--- src/common/cache_macros.svh ---
`ifndef CACHE_MACROS_SVH
`define CACHE_MACROS_SVH

// requester address width
`define ADDR_W 32

// data word width
`define XLEN 64

// sets per way
`define CACHE_SETS 64

// words per line
`define CACHE_WORDS 4

// address split, offset takes the remaining low bits
`define TAG_W 21
`define IDX_W 6

`endif
--- src/common/cachePkg.sv ---
`default_nettype none

`include "cache_macros.svh"

package cachePkg;

  typedef logic [`TAG_W-1:0] tagT;
  typedef logic [`IDX_W-1:0] idxT;
  typedef logic [`ADDR_W-`TAG_W-`IDX_W-1:0] offsT;

  // word 0 sits in the low bits
  typedef logic [`CACHE_WORDS-1:0][`XLEN-1:0] lineT;

  // field order matches the address bits
  typedef struct packed {
    tagT  tag;
    idxT  idx;
    offsT offs;
  } cacheReqT;

  // one way's view of the current lookup
  typedef struct packed {
    logic valid;
    logic hit;
    lineT line;
  } wayRespT;

  // line write, shared by both ways and the LRU
  typedef struct packed {
    logic we;
    logic way;
    idxT  idx;
    tagT  tag;
    lineT line;
  } refillT;

endpackage

`default_nettype wire

--- src/logic/wayMerge.sv ---
`timescale 1ns/1ps
`default_nettype none

`include "cache_macros.svh"

module wayMerge (
  input  wire logic              clk,
  input  wire logic              rst_n,
  input  wire cachePkg::wayRespT resp0_i,
  input  wire cachePkg::wayRespT resp1_i,
  input  wire cachePkg::idxT     lookIdx_i,
  input  wire cachePkg::offsT    lookOffs_i,
  input  wire logic              lookup_i,
  input  wire cachePkg::refillT  refill_i,
  output logic                   hit_o,
  output logic                   victim_o,
  output logic [`XLEN-1:0]       rdData_o
);

  // set bit names the way to replace next
  logic [`CACHE_SETS-1:0] lruBits;
  cachePkg::lineT         hitLine;

  assign hit_o = resp0_i.hit || resp1_i.hit;

  // both ways never hold the same tag
  assign hitLine = resp0_i.hit ? resp0_i.line : resp1_i.line;

  // word select, offset bits 2:0 are the byte within the word
  assign rdData_o = hitLine[lookOffs_i[4:3]];

  // empty way first, way 0 before way 1
  always_comb begin
    if (!resp0_i.valid) begin
      victim_o = 1'b0;
    end else if (!resp1_i.valid) begin
      victim_o = 1'b1;
    end else begin
      victim_o = lruBits[lookIdx_i];
    end
  end

  // a touched way makes the other one least recent
  always_ff @(posedge clk or negedge rst_n) begin
    if (!rst_n) begin
      lruBits <= '0;
    end else if (refill_i.we) begin
      lruBits[refill_i.idx] <= ~refill_i.way;
    end else if (lookup_i && hit_o) begin
      lruBits[lookIdx_i] <= resp0_i.hit;
    end
  end

endmodule

`default_nettype wire

--- config.mk ---
export PLATFORM = sky130hd
export DESIGN_NAME = wayMerge
export DESIGN_NICKNAME = d
export VERILOG_FILES = /design/src/common/cachePkg.sv /design/src/logic/wayMerge.sv
export VERILOG_INCLUDE_DIRS = /design/src /design/src/common
export SDC_FILE = /design/constraint.sdc
export NUM_CORES = 1
export LEC_CHECK = 0
export BUFFER_PORTS_ARGS = -buffer_cell sky130_fd_sc_hd__buf_2
export CAP_MARGIN = 20
export CELL_PAD_IN_SITES_DETAIL_PLACEMENT = 0
export CELL_PAD_IN_SITES_GLOBAL_PLACEMENT = 1
export CORE_AREA = 2 2 341 343
export DETAILED_ROUTE_END_ITERATION = 10
export DIE_AREA = 0 0 343 345
export PLACE_DENSITY_LB_ADDON = 0.1
export RECOVER_POWER = 50
export SLEW_MARGIN = 20
export SYNTH_ARGS = -nofsm -noshare
export SYNTH_HDL_FRONTEND = slang
export SYNTH_SLANG_ARGS = --single-unit
--- constraint.sdc ---
create_clock -name clk -period 3.3 [get_ports clk]
set_input_delay 0.825 -clock clk [delete_from_list [all_inputs] [get_ports clk]]
set_output_delay 0.825 -clock clk [all_outputs]
set_load 0.02 [all_outputs]
==> run_results.csv <==
group,metric,value,unit
status,status,"finished with violations",
status,failed_checks,"max-capacitance violations, max-slew violations, negative setup slack",
sta,fin_setup_tns,-418,ps
synthesis,synthArstFlopShare,1.00,
final_layout,final_cell_mix,"buf_2 (593), mux4_2 (133), mux2_2 (130)",
die,die_area,118000,µm²
sta,setup_ws,-174,ps
synthesis,synth_compound_area_frac,0.130,
final_layout,area_delta_synth_final,77.3,%
final_layout,layout.nets,2152,
placed_design,port_buffers,600,
power,p_switching,1.30,mW
placed_design,place.gp.congestion,0.919,
drt,route.detailed.drc,0,
clock_network,cts_hold_buffers,0,
final_layout,regArea,1600,µm²
clock_network,cts_buffers,9,
critical_path,arrival,2650,ps
final_layout,largest_reg_flops,64,
grt,grt_first_pass_wirelength,139000,µm
final_layout,final_common_cell,"buf_2",
clock_network,htree_levels,3,
die,core,115000,µm²
power,p_leak,5.91,nW
synthesis,synthAdderAreaFrac,0,
synthesis,synth_mux_area_frac,0.565,
clock_network,path_clk_slew,60,ps
sta,final-setup-viol-count,15,
final_layout,largest_register,"lruBits",
final_layout,finalInstanceArea,14400,µm²
grt,overflow,0,
clock_network,root_buffer,"clkbuf_16",
final_layout,drive_above_1_share,0.751,
clock_network,cts_tree,"done",
power,power_density,241,nW/µm²
synthesis,synth_top_family_by_area,"multiplexers",
min_path,hold_path.class,"reg2reg",
placed_design,post-dp-hpwl,104000,µm
power,p_clk_frac,0.302,
placed_design,placed_cell_area,13900,µm²
synthesis,post-synth-top-area-cell,"mux4_2",
drt,drtPass1Iterations,5,
drt,num_vias,10700,
synthesis,yosys_register_bits,64,
synthesis,ys_types,44,
critical_path,r2r-end,"lruBits[30]$_DFFE_PN0P_",
synthesis,avgSynthCellArea,12.1,µm²
sta,max_slew.worst_pin.slew,2000,ps
critical_path,startpoint_type,"primary input",
synthesis,syn_nets,1488,
sta,hold_slack,500,ps
sta,period_minus_slack,3470,ps
power,intPower,2.18,mW
final_layout,fillers,13400,
drt,postRouteAntennaNets,0,
critical_path,crit_path_end,"victim_o",
final_layout,final_util,0.125,
grt,grt_pass1_vias,10800,
critical_path,crit_type,"in2out",
sta,period_share,1.05,
drt,wire_per_inst,39.2,µm
synthesis,netlist_area,8140,µm²
power,comb_power_share,0.470,
critical_path,r2r_cells,1,
synthesis,synth_top_area_frac,0.368,
die,fp.dieH,345,µm
grt,grt_max_degree,65,
final_layout,multi_input_area,6290,µm²
sta,clock_skew,0,ps
sta,finalHoldViolCount,0,
die,start_util,0.0707,
synthesis,yosys-top-cells-area,"mux4_2 (37%), dfrtp_1 (20%), mux2_2 (18%)",
job,drv_cap,1,
synthesis,ys_seq_area_frac,0.197,
power,ir_drop,0.157,mV
synthesis,synth_ff_type,"dfrtp_1",
die,io_pins,881,
sta,finalMaxSlewViolations,65,
synthesis,syn_inst,673,
critical_path,critPathMaxFanout,5,
clock_network,clock_latency,350,ps
synthesis,yosys_warnings,0,
critical_path,ff2ff_setup_slack,2500,ps
final_layout,top_regs,"lruBits (64)",
critical_path,crit_start,"lookIdx_i[0]",
power,power.share.switching,0.373,
clock_network,cts.sinks,64,
die,fp-row-count,125,
critical_path,crit_required,2470,ps
power,finalPower,3.47,mW
die,die_w,343,µm
power,power_frac_seq,0.228,
synthesis,yosys.area_share.simple,0.0706,
synthesis,synth_edf_count,0,
clock_network,clockBufferDepth,2,
grt,antenna_found_initial,203,
drt,first_iter_violations,791,
critical_path,r2r_start,"lruBits[30]$_DFFE_PN0P_",
drt,routed_wl,115000,µm
drt,vias_per_cell,3.66,
sta,slew_headroom,-0.331,
sta,rsz0062_at_grt,"yes",
critical_path,worstSetupEndpointType,"output port",
sta,max_clock_freq,288,MHz
synthesis,synth_xor_area_frac,0,
grt,grt_use_total,0.188,
routing by layer:
metal,GRT usage,wire [µm],vias to the layer above
li1,-,-,4266
met1,0.191,38200,5253
met2,0.341,59300,824
met3,0.0500,9310,352
met4,0.113,7900,48
met5,0,332,-
worst max-delay path, stage by stage:
cell	delay, ps
buf_12	110
buf_12	130
mux4_2	550
inv_2	80
o31ai_1	60
or4_1	490
o31a_1	270
buf_6	140
Yosys cell counts, types with 4 or more instances:
library cell    n
a21oi_1         4
nor2_1         25
inv_1           7
buf_2          26
a22oi_1        65
or3b_2          4
nand2b_1        5
nand3b_1        4
and3_1          4
o22ai_1        67
dfrtp_1        64
and2_1          5
nor3_1          6
mux4_2        133
mux2_2        130
mux2i_1        14
clkbuf_1       33
nor2b_1         4
nand2_1        34
kinds of logic (layout without fill, tap and decap cells):
logic type             after synthesis  in the layout
multiplexers                       277            277
buffers and inverters               70            739
other                                0             67
AO/OA/AOI/OAI                      152            152
flip-flops                          64             64
AND/OR/NAND/NOR                    110            110
area by class of cell:
class	instances	share of cell area
antenna	67	0.0116
inverter	8	0.00234
sequential	64	0.111
timing repair buffer	715	0.286
clock buffer	13	0.0180
multi-input combinational	539	0.436
tap	1524	0.132
clock inverter	3	0.00277
worst min path at each step:
| stage | slack, ps | depth (start not counted) | start | endpoint |
|---|---|---|---|---|
| 6_report | 500 | 1 | lruBits[38]$_DFFE_PN0P_ | lruBits[38]$_DFFE_PN0P_ |
| 4_1_cts | 500 | 1 | lruBits[38]$_DFFE_PN0P_ | lruBits[38]$_DFFE_PN0P_ |
| 3_3_place_gp | 490 | 1 | lruBits[41]$_DFFE_PN0P_ | lruBits[41]$_DFFE_PN0P_ |
| 5_1_grt | 520 | 1 | lruBits[21]$_DFFE_PN0P_ | lruBits[21]$_DFFE_PN0P_ |
| 3_5_place_dp | 490 | 1 | lruBits[38]$_DFFE_PN0P_ | lruBits[38]$_DFFE_PN0P_ |
| 2_1_floorplan | 470 | 1 | lruBits[41]$_DFFE_PN0P_ | lruBits[41]$_DFFE_PN0P_ |
power groups by stage:
stage | sequential, mW | clock, mW | combinational, mW
after CTS | 0.791 | 1.08 | 1.67
after global routing | 0.792 | 1.12 | 1.73
final | 0.792 | 1.05 | 1.63
after detailed placement | 0.806 | 0 | 1.65
after global placement | 0.806 | 0 | 1.66
after floorplan | 0.805 | 0 | 0.727
what timing repair did:
| action | CTS | global route |
|---|---|---|
| gates cloned | 1 | 0 |
| resized for setup | 21 | 2 |
| endpoints found under the setup margin | 1 | 1 |
| setup buffers | 3 | 0 |
| pin swaps | 7 | 0 |
| hold endpoints to repair | 0 | 0 |
metrics by stage:
step                worst slack [ps]  instances
floorplan                       9.14        673
global placement                -645       2846
detailed placement              -578       2846
CTS                             -183       2866
global route                    -213       2921
finish                          -174       2933
Power figures use the tool's default switching activity.
