## src/common/cache_macros.svh

```systemverilog
`ifndef CACHE_MACROS_SVH
`define CACHE_MACROS_SVH

// requester address width
`define ADDR_W 32

// data word width
`define XLEN 64

// sets per way
`define CACHE_SETS 64

// words per line
`define CACHE_WORDS 4

// address split, offset takes the remaining low bits
`define TAG_W 21
`define IDX_W 6

`endif
```

## src/common/cachePkg.sv

```systemverilog
`default_nettype none

`include "cache_macros.svh"

package cachePkg;

  typedef logic [`TAG_W-1:0] tagT;
  typedef logic [`IDX_W-1:0] idxT;
  typedef logic [`ADDR_W-`TAG_W-`IDX_W-1:0] offsT;

  // word 0 sits in the low bits
  typedef logic [`CACHE_WORDS-1:0][`XLEN-1:0] lineT;

  // field order matches the address bits
  typedef struct packed {
    tagT  tag;
    idxT  idx;
    offsT offs;
  } cacheReqT;

  // one way's view of the current lookup
  typedef struct packed {
    logic valid;
    logic hit;
    lineT line;
  } wayRespT;

  // line write, shared by both ways and the LRU
  typedef struct packed {
    logic we;
    logic way;
    idxT  idx;
    tagT  tag;
    lineT line;
  } refillT;

endpackage

`default_nettype wire

```

## src/cacheCtrl/cacheCtrl.sv

```systemverilog
`timescale 1ns/1ps
`default_nettype none

`include "cache_macros.svh"

module cacheCtrl (
  input  wire logic               clk,
  input  wire logic               rst_n,
  input  wire logic               valid_i,
  input  wire logic [`ADDR_W-1:0] reqAddr_i,
  input  wire logic               hit_i,
  input  wire logic               victim_i,
  input  wire logic               memRdReady_i,
  input  wire logic               memBeatValid_i,
  input  wire logic [`XLEN-1:0]   memBeatData_i,
  input  wire logic               memRdLast_i,
  output logic                    addrOk_o,
  output logic                    dataOk_o,
  output cachePkg::cacheReqT      rdReq_o,
  output logic                    rdEn_o,
  output logic                    lookup_o,
  output cachePkg::cacheReqT      lookReq_o,
  output cachePkg::refillT        refill_o,
  output logic                    memRdValid_o,
  output logic [`ADDR_W-1:0]      memAddr_o
);

  typedef enum logic [2:0] {
    StIdle,
    StLookup,
    StMiss,
    StRefill,
    StReplay
  } stateT;

  stateT              stateQ;
  stateT              stateD;
  cachePkg::cacheReqT reqQ;
  cachePkg::lineT     lineQ;
  logic               victimQ;
  logic               fillDone;
  logic               accept;
  logic               beatTake;

  assign lookup_o = (stateQ == StLookup);
  assign dataOk_o = lookup_o && hit_i;

  // a hitting lookup frees the arrays for the next request
  assign addrOk_o = (stateQ == StIdle) || (lookup_o && hit_i);
  assign accept   = valid_i && addrOk_o;

  // new requests read straight from the port, replay uses the latch
  assign rdEn_o  = accept || (stateQ == StReplay);
  assign rdReq_o = (stateQ == StReplay) ? reqQ : cachePkg::cacheReqT'(reqAddr_i);

  assign lookReq_o = reqQ;

  assign memRdValid_o = (stateQ == StMiss);
  assign memAddr_o    = {reqQ.tag, reqQ.idx, {$bits(cachePkg::offsT){1'b0}}};

  assign beatTake = (stateQ == StRefill) && memBeatValid_i && !fillDone;

  // write cycle follows the last beat
  assign refill_o.we   = (stateQ == StRefill) && fillDone;
  assign refill_o.way  = victimQ;
  assign refill_o.idx  = reqQ.idx;
  assign refill_o.tag  = reqQ.tag;
  assign refill_o.line = lineQ;

  always_comb begin
    stateD = stateQ;
    case (stateQ)
      StIdle: begin
        if (valid_i) begin
          stateD = StLookup;
        end
      end
      StLookup: begin
        if (!hit_i) begin
          stateD = StMiss;
        end else if (!valid_i) begin
          stateD = StIdle;
        end
      end
      StMiss: begin
        if (memRdReady_i) begin
          stateD = StRefill;
        end
      end
      StRefill: begin
        if (fillDone) begin
          stateD = StReplay;
        end
      end
      StReplay: begin
        stateD = StLookup;
      end
      default: begin
        stateD = StIdle;
      end
    endcase
  end

  always_ff @(posedge clk or negedge rst_n) begin
    if (!rst_n) begin
      stateQ   <= StIdle;
      fillDone <= 1'b0;
    end else begin
      stateQ <= stateD;
      if (refill_o.we) begin
        fillDone <= 1'b0;
      end else if (beatTake && memRdLast_i) begin
        fillDone <= 1'b1;
      end
    end
  end

  always_ff @(posedge clk) begin
    if (accept) begin
      reqQ <= cachePkg::cacheReqT'(reqAddr_i);
    end
    // victim held for the whole refill
    if (lookup_o && !hit_i) begin
      victimQ <= victim_i;
    end
    // beats arrive in word order, shift down from the top
    if (beatTake) begin
      lineQ <= {memBeatData_i, lineQ[`CACHE_WORDS-1:1]};
    end
  end

endmodule

`default_nettype wire

```

## config.mk

```make
export PLATFORM = sky130hd
export DESIGN_NAME = cacheCtrl
export DESIGN_NICKNAME = d
export VERILOG_FILES = /design/src/common/cachePkg.sv /design/src/cacheCtrl/cacheCtrl.sv
export VERILOG_INCLUDE_DIRS = /design/src /design/src/common
export SDC_FILE = /design/constraint.sdc
export NUM_CORES = 1
export LEC_CHECK = 0
export CAP_MARGIN = 20
export CORE_AREA = 2 2 191 193
export CTS_BUF_LIST = sky130_fd_sc_hd__clkbuf_2
export DETAILED_ROUTE_END_ITERATION = 8
export DIE_AREA = 0 0 193 195
export DONT_BUFFER_PORTS = 1
export MAX_ROUTING_LAYER = met4
export SLEW_MARGIN = 20
export SYNTH_ARGS = -nofsm -noshare
export SYNTH_HDL_FRONTEND = slang
export SYNTH_SLANG_ARGS = --single-unit
```

## constraint.sdc

```tcl
create_clock -name clk -period 24.9 [get_ports clk]
set_input_delay 0 -clock clk [delete_from_list [all_inputs] [get_ports clk]]
set_output_delay 0 -clock clk [all_outputs]
set_load 0.02 [all_outputs]
```

==> impl_metrics.py, run 1 <==
metrics = {
    "floorplan": {
        "die_w_um": 193,
        "num_rows": 69,
        "start_util_pct": 27.7,
        "die_h_um": 195,
        "io_pins": 490,
    },
    "clocking": {
        "cts.repair.resized": 0,
        "cts_buffers": 76,
        "clock-root-buffer": "clkbuf_2",
        "cts_buffer_depth": 3,
        "cts-htree-levels": 3,
        "cts_hold_buf": 191,
        "post_cts_buffers": 0,
        "cts_sinks": 293,
    },
    "synth": {
        "yosysUniqueCellTypes": 26,
        "synth.area.top_cells": "edfxtp_1 88%, buf_4 4.6%, mux2_2 3.4%",
        "synth_common_cells": "289 x edfxtp_1, 60 x buf_4, 30 x mux2_2, 5 x nor2_1, 4 x dfrtp_1",
        "synthFlopType": "edfxtp_1",
        "ys_ff_latch": 293,
        "yosysTopAreaCell": "edfxtp_1",
        "ys_seq_area_share_pct": 89.4,
        "synth_area_per_cell_sq_um": 23.3,
        "synth_cells": 421,
        "synthArstFlopShare_pct": 1.37,
        "yosysMostFrequentCell": "edfxtp_1",
        "syn_area_sq_um": 9820,
        "ys_warn_count": 0,
        "synth-edff-count": 289,
        "synth_top_cell_area_share_pct": 88.4,
    },
    "place": {
        "dp_hpwl_um": 16500,
        "io_buffers": 0,
        "gp_congestion": 0.799,
    },
    "outcome": {
        "status": "stopped before the end",
        "lastStage": "clock tree synthesis (4_1_cts)",
        "toolErrorMsg": "[ERROR RSZ-0060] Max buffer count reached.",
    },
}
==> cell families after synthesis <==
| kind of cell | share of synthesized area [%] |
|---|---|
| simple gates | 1.30 |
| flops | 89.4 |
| compound gates | 0.306 |
| other cells | 0.0382 |
| buf+inv | 5.16 |
| mux | 3.77 |
==> per-stage QoR <==
| step | setup slack (ns) | utilization, % | cells | cell area, sq um | hold WS, ns |
|---|---|---|---|---|---|
| 2_1_floorplan | 4.37 | - | 425 | 9830 | -0.296 |
| 3_3_place_gp | 21.85 | 28.1 | 825 | 9950 | -0.295 |
| 3_5_place_dp | 21.66 | 28.1 | 825 | 9950 | -0.295 |
==> run 2, diff against run 1 <==
--- a/config.mk
+++ b/config.mk
@@ -7,12 +7,10 @@
 export NUM_CORES = 1
 export LEC_CHECK = 0
 export CAP_MARGIN = 20
-export CORE_AREA = 2 2 191 193
-export CTS_BUF_LIST = sky130_fd_sc_hd__clkbuf_2
+export CORE_UTILIZATION = 25
 export DETAILED_ROUTE_END_ITERATION = 8
-export DIE_AREA = 0 0 193 195
 export DONT_BUFFER_PORTS = 1
-export MAX_ROUTING_LAYER = met4
+export PLACE_DENSITY_LB_ADDON = 0.15
 export SLEW_MARGIN = 20
 export SYNTH_ARGS = -nofsm -noshare
 export SYNTH_HDL_FRONTEND = slang
==> impl_metrics.py, run 2 <==
metrics = {
    "detailed_routing": {
        "via_per_inst": 3.93,
        "wl_um": 23000,
        "num_vias": 4106,
        "drc": 0,
        "dr.pass1.iters": 4,
        "drt-initial-drc-count": 208,
        "wl_per_cell_um": 22.0,
        "drt.antenna.violating_nets": 0,
    },
    "worst_setup_path": {
        "arrival_ns": 2.87,
        "startpoint_type": "flop",
        "crit_type": "reg -> reg",
        "slowest_delay_ns": 0.66,
        "critPathCaptureType": "flop",
        "crit_path_max_fanout": 176,
        "cp_slowest_cell": "buf_12",
        "cp_cell_sequence": "nand3b_1, nor3b_2, buf_4, buf_12",
        "worstPathRequired_ns": 25.05,
        "worst_path_dominant_cell_family": "buffers and inverters",
        "critPathBufInv": 2,
    },
    "floorplan": {
        "die_w_um": 200,
        "io_pins": 490,
        "core_area_sq_um": 38600,
        "num_rows": 72,
        "dieArea_sq_um": 40100,
        "start_util_pct": 25.4,
        "die_h_um": 200,
    },
    "synth": {
        "synth_top_family_by_area": "buffers and inverters",
        "synth_xor_area_share_pct": 0,
        "synth_cells": 421,
        "yosysTopAreaCell": "edfxtp_1",
        "ys_seq_area_share_pct": 89.4,
        "synthFlopType": "edfxtp_1",
        "synth_compound_area_share_pct": 0.306,
        "yosysUniqueCellTypes": 26,
        "yosysMostFrequentCell": "edfxtp_1",
        "syn_area_sq_um": 9820,
        "synth_fa_ha_area_share_pct": 0,
        "synth_area_per_cell_sq_um": 23.3,
        "synthArstFlopShare_pct": 1.37,
        "synth_top_cell_area_share_pct": 88.4,
        "synth-edff-count": 289,
        "synth_simple_gate_area_share_pct": 1.30,
        "synth.area.top_cells": "edfxtp_1 88%, buf_4 4.6%, mux2_2 3.4%",
        "ys_warn_count": 0,
        "ys_ff_latch": 293,
        "synth_mux_area_share_pct": 3.77,
        "synth_common_cells": "289 x edfxtp_1, 60 x buf_4, 30 x mux2_2, 5 x nor2_1, 4 x dfrtp_1",
    },
    "clocking": {
        "cts-htree-levels": 2,
        "cts_hold_buf": 104,
        "cts_tree": "yes",
        "cts_sinks": 293,
        "cts_buffers": 34,
        "cts_buffer_depth": 3,
        "clock-root-buffer": "clkbuf_16",
        "clock_latency_ns": 0.53,
        "clk_pin_slew_worst_paths_ns": 0.05,
        "cts.repair.resized": 0,
        "post_cts_buffers": 0,
    },
    "cells_and_area": {
        "finalCoreUtilization_pct": 31.5,
        "nNetsFinal": 608,
        "layout-drive-gt1-share_pct": 15.7,
        "diodes": 0,
        "largest_register_ffs": 256,
        "area_delta_synth_final_pct": 24.0,
        "layout_common_cells": "289 x edfxtp_1, 104 x dlygate4sd3_1, 34 x clkbuf_16",
        "multi_input_area_sq_um": 552,
        "final_common_cell": "edfxtp_1",
        "nFillCells": 3687,
        "regArea_sq_um": 8780,
    },
    "place": {
        "gp_congestion": 0.753,
        "io_buffers": 0,
        "dp_hpwl_um": 15900,
    },
    "grt": {
        "grt_max_degree": 177,
        "grt_pass1_vias": 4594,
        "grt_overflow": 0,
        "antenna_found_initial": 0,
        "grt_util_all_layers_pct": 11.2,
        "grt_pass1_wl_um": 32400,
    },
    "power": {
        "peakVddDrop_mv": 0.0708,
        "powerDensity_nw_per_um2": 117,
        "p_leak_nw": 3.89,
    },
    "sta": {
        "hold_viol_final": 0,
        "relSlewSlack_pct": 36.7,
        "fin_skew_ns": 0.0191,
        "worst_slew_pin_slew_ns": 0.949,
        "slew_viol_final": 0,
        "rsz0062_at_grt": "no",
        "fin_tns_setup_ns": 0,
        "period_share_pct": 10.9,
        "fmax_mhz": 367,
        "period_minus_slack_ns": 2.73,
        "setup_viol": 0,
    },
    "min_path": {
        "min_path_type": "in -> reg",
    },
    "job": {
        "timing.max_cap.violations": 0,
    },
    "outcome": {
        "status": "finished, final reports clean",
    },
}
==> run 2: cell counts after synthesis <==
Identical to the previous run, type by type.
==> run 2: metrics by stage <==
step           setup slack (ns)  hold WS (ns)  total power, mW  instances  area (sq um)
6_report                  22.17        0.0745             1.43       1045         12200
5_1_grt                   21.94        0.0651             1.49       1045         12200
4_1_cts                   21.82        0.0380             1.45       1044         12200
3_5_place_dp              21.80        -0.295            0.940        881         10000
3_3_place_gp              21.92        -0.295            0.937        881         10000
2_1_floorplan              4.37        -0.296            0.962        425          9830
==> run 2: worst paths after layout <==
check,from,slack [ns],cells after the start,endpoint
max,stateQ[1],22.17,4,refill_o[168]
min,valid_i,0.07,2,lookReq_o[24]
max reg2reg,stateQ[1],22.17,4,refill_o[168]
min reg2reg,fillDone,0.60,2,fillDone
max in group asynchronous,rst_n,24.39,2,stateQ[0]
min in group asynchronous,rst_n,0.32,2,fillDone
==> run 2: routing by layer <==
layer / GRT usage (%) / wire length, um
met5: 0 / 0
met4: 6.98 / 1020
met3: 6.95 / 3360
met2: 19.8 / 12100
met1: 9.27 / 6490
==> run 2: logic make-up (layout without fill, tap and decap cells) <==
kind of cell | count (synthesis) | count (layout)
DFF | 293 | 293
buffers and inverters | 68 | 170
muxes | 33 | 33
and+or+nand+nor | 22 | 22
AOI/OAI and AO/OA | 4 | 4
other | 1 | 5
==> run 2: power breakdown <==
group,internal (mW),switching (mW)
Clock,0.295,0.191
Combinational,0.0292,0.0753
Sequential,0.665,0.172
Total,0.988,0.439
==> run 2: area by class of cell <==
| type | count | share of cell area [%] |
|---|---|---|
| clock buffers | 44 | 7.30 |
| clock inverters | 15 | 1.61 |
| inverters | 2 | 0.0617 |
| multi-input cells | 64 | 4.53 |
| flip-flops and latches | 293 | 72.1 |
| well taps | 518 | 5.32 |
| repair buffers | 109 | 9.06 |
==> run 2: worst reg2reg max path: stages (launching register included) <==
cell and delay [ns]:
dfrtp_1 0.53, nand3b_1 0.23, nor3b_2 0.22, buf_4 0.48, buf_12 0.70
Note: power is estimated with default switching activity, not from simulation.
==> run 3, diff against run 2 <==
--- a/config.mk
+++ b/config.mk
@@ -6,6 +6,7 @@
 export SDC_FILE = /design/constraint.sdc
 export NUM_CORES = 1
 export LEC_CHECK = 0
+export ABC_AREA = 1
 export CAP_MARGIN = 20
 export CORE_UTILIZATION = 25
 export DETAILED_ROUTE_END_ITERATION = 8
==> constraint.sdc (replaced) <==
create_clock -name clk -period 2.47 [get_ports clk]
set_input_delay 0 -clock clk [delete_from_list [all_inputs] [get_ports clk]]
set_output_delay 0 -clock clk [all_outputs]
set_load 0.02 [all_outputs]
==> impl_metrics.py, run 3 <==
metrics = {
    "detailed_routing": {
        "wl_per_cell_um": 22.9,
        "dr.pass1.iters": 4,
        "drt.antenna.violating_nets": 0,
        "wl_um": 24400,
        "num_vias": 4312,
        "drc": 0,
        "drt-initial-drc-count": 206,
        "via_per_inst": 4.04,
    },
    "synth": {
        "synthArstFlopShare_pct": 1.37,
        "ys_warn_count": 0,
        "synthFlopType": "edfxtp_1",
        "synth.area.top_cells": "edfxtp_1 87%, buf_4 4.5%, mux2_4 4.4%",
        "synth_common_cells": "289 x edfxtp_1, 60 x buf_4, 29 x mux2_4, 11 x inv_1, 10 x nand2_1",
        "synth-edff-count": 289,
        "ys_seq_area_share_pct": 88.4,
        "synth_cells": 433,
        "yosysTopAreaCell": "edfxtp_1",
        "syn_area_sq_um": 9930,
        "synth_top_cell_area_share_pct": 87.4,
        "synth_area_per_cell_sq_um": 22.9,
        "yosysUniqueCellTypes": 19,
        "ys_ff_latch": 293,
        "yosysMostFrequentCell": "edfxtp_1",
    },
    "sta": {
        "setup_viol": 0,
        "fin_tns_setup_ns": 0,
        "hold_viol_final": 0,
        "relSlewSlack_pct": 50.1,
        "fmax_mhz": 477,
        "slew_viol_final": 0,
        "hold_ws_ns": 0.100,
        "fin_skew_ns": 0.0245,
        "period_share_pct": 84.9,
        "worst_slew_pin_slew_ns": 0.743,
        "rsz0062_at_grt": "no",
        "period_minus_slack_ns": 2.10,
    },
    "job": {
        "timing.max_cap.violations": 0,
    },
    "cells_and_area": {
        "nNetsFinal": 628,
        "layout_common_cells": "289 x edfxtp_1, 105 x dlygate4sd3_1, 34 x clkbuf_16",
        "area_delta_synth_final_pct": 25.7,
        "diodes": 0,
        "largest_register_ffs": 256,
        "nFillCells": 3761,
        "final_common_cell": "edfxtp_1",
        "finalCoreUtilization_pct": 32.1,
        "layout-drive-gt1-share_pct": 18.4,
    },
    "floorplan": {
        "core_area_sq_um": 38900,
        "num_rows": 72,
        "start_util_pct": 25.5,
        "dieArea_sq_um": 40500,
        "die_w_um": 201,
        "io_pins": 490,
        "die_h_um": 201,
    },
    "clocking": {
        "cts_buffer_depth": 3,
        "cts-htree-levels": 2,
        "clk_pin_slew_worst_paths_ns": 0.06,
        "cts_sinks": 293,
        "post_cts_buffers": 0,
        "clock_latency_ns": 0.53,
        "cts_buffers": 34,
        "clock-root-buffer": "clkbuf_16",
        "cts.repair.resized": 0,
        "cts_tree": "yes",
    },
    "grt": {
        "antenna_found_initial": 0,
        "grt_max_degree": 90,
        "grt_pass1_wl_um": 34000,
        "grt_util_all_layers_pct": 11.7,
        "grt_overflow": 0,
        "grt_pass1_vias": 4607,
    },
    "place": {
        "dp_hpwl_um": 17500,
        "io_buffers": 0,
        "gp_congestion": 0.808,
    },
    "worst_setup_path": {
        "worstPathRequired_ns": 2.47,
        "crit_type": "reg -> out",
        "arrival_ns": 2.10,
        "crit_path_max_fanout": 15,
        "critPathCaptureType": "output port",
        "startpoint_type": "flop",
    },
    "outcome": {
        "status": "finished, final reports clean",
    },
    "power": {
        "powerDensity_nw_per_um2": 1130,
        "peakVddDrop_mv": 0.601,
        "p_leak_nw": 4.18,
    },
    "min_path": {
        "min_path_type": "in -> reg",
    },
}
-- run 3: where the power goes --
group / switching, mW / internal, mW
Combinational: 0.724 / 0.355
Sequential: 1.40 / 6.40
Clock: 1.98 / 3.18
-- run 3: repair_timing --
| item | 4_1_cts | 5_1_grt |
|---|---|---|
| hold buffers | 105 | 0 |
| endpoints found under the setup margin | 0 | 0 |
| hold endpoints to repair | 132 | 0 |
-- run 3: cell families after synthesis --
| kind of cell | count (synthesis) | share of synthesized area (%) |
|---|---|---|
| mux | 32 | 4.73 |
| buf+inv | 75 | 5.34 |
| flops | 293 | 88.4 |
| compound gates | 7 | 0.403 |
| simple gates | 25 | 1.07 |
| other cells | 1 | 0.0378 |
-- run 3: cell type report --
class	instances	area, sq um	share of cell area, %
flip-flops and latches	293	8780	70.4
well taps	518	648	5.20
multi-input cells	69	657	5.27
inverters	11	41.3	0.331
clock buffers	38	866	6.94
clock inverters	24	297	2.38
repair buffers	115	1190	9.53
-- run 3: critical path, stage by stage (launching register included) --
cell and delay [ns]:
dfrtp_1 0.48, nand2_2 0.39, buf_4 0.35, mux2_4 0.37
-- run 3: path summary, 6_finish.rpt --
| path | startpoint | to | slack, ns | depth (start not counted) |
|---|---|---|---|---|
| setup / recovery | stateQ[2] | rdReq_o[17] | 0.37 | 3 |
| hold / removal | memBeatData_i[13] | refill_o[205] | 0.10 | 1 |
| setup reg to reg | stateQ[1] | refill_o[38] | 0.60 | 6 |
| hold reg to reg | fillDone | stateQ[2] | 0.59 | 2 |
| max in group asynchronous | rst_n | stateQ[2] | 1.91 | 2 |
| min in group asynchronous | rst_n | fillDone | 0.34 | 2 |
-- run 3: routing by layer --
| metal | track usage (%) | routed length [um] |
|---|---|---|
| met1 | 10.7 | 7400 |
| met5 | 0 | 0 |
| met4 | 6.55 | 907 |
| met2 | 20.7 | 12900 |
| met3 | 6.22 | 3260 |
-- run 3: metrics by stage --
| step | cells | power, mW | area (sq um) | setup WS (ns) |
|---|---|---|---|---|
| 2_1_floorplan | 437 | 8.51 | 9970 | -2.40 |
| 3_3_place_gp | 901 | 8.71 | 10300 | 0.641 |
| 3_5_place_dp | 901 | 8.72 | 10300 | 0.585 |
| 4_1_cts | 1068 | 14.3 | 12500 | 0.309 |
| 5_1_grt | 1068 | 14.6 | 12500 | 0.251 |
| 6_report | 1068 | 14.0 | 12500 | 0.372 |
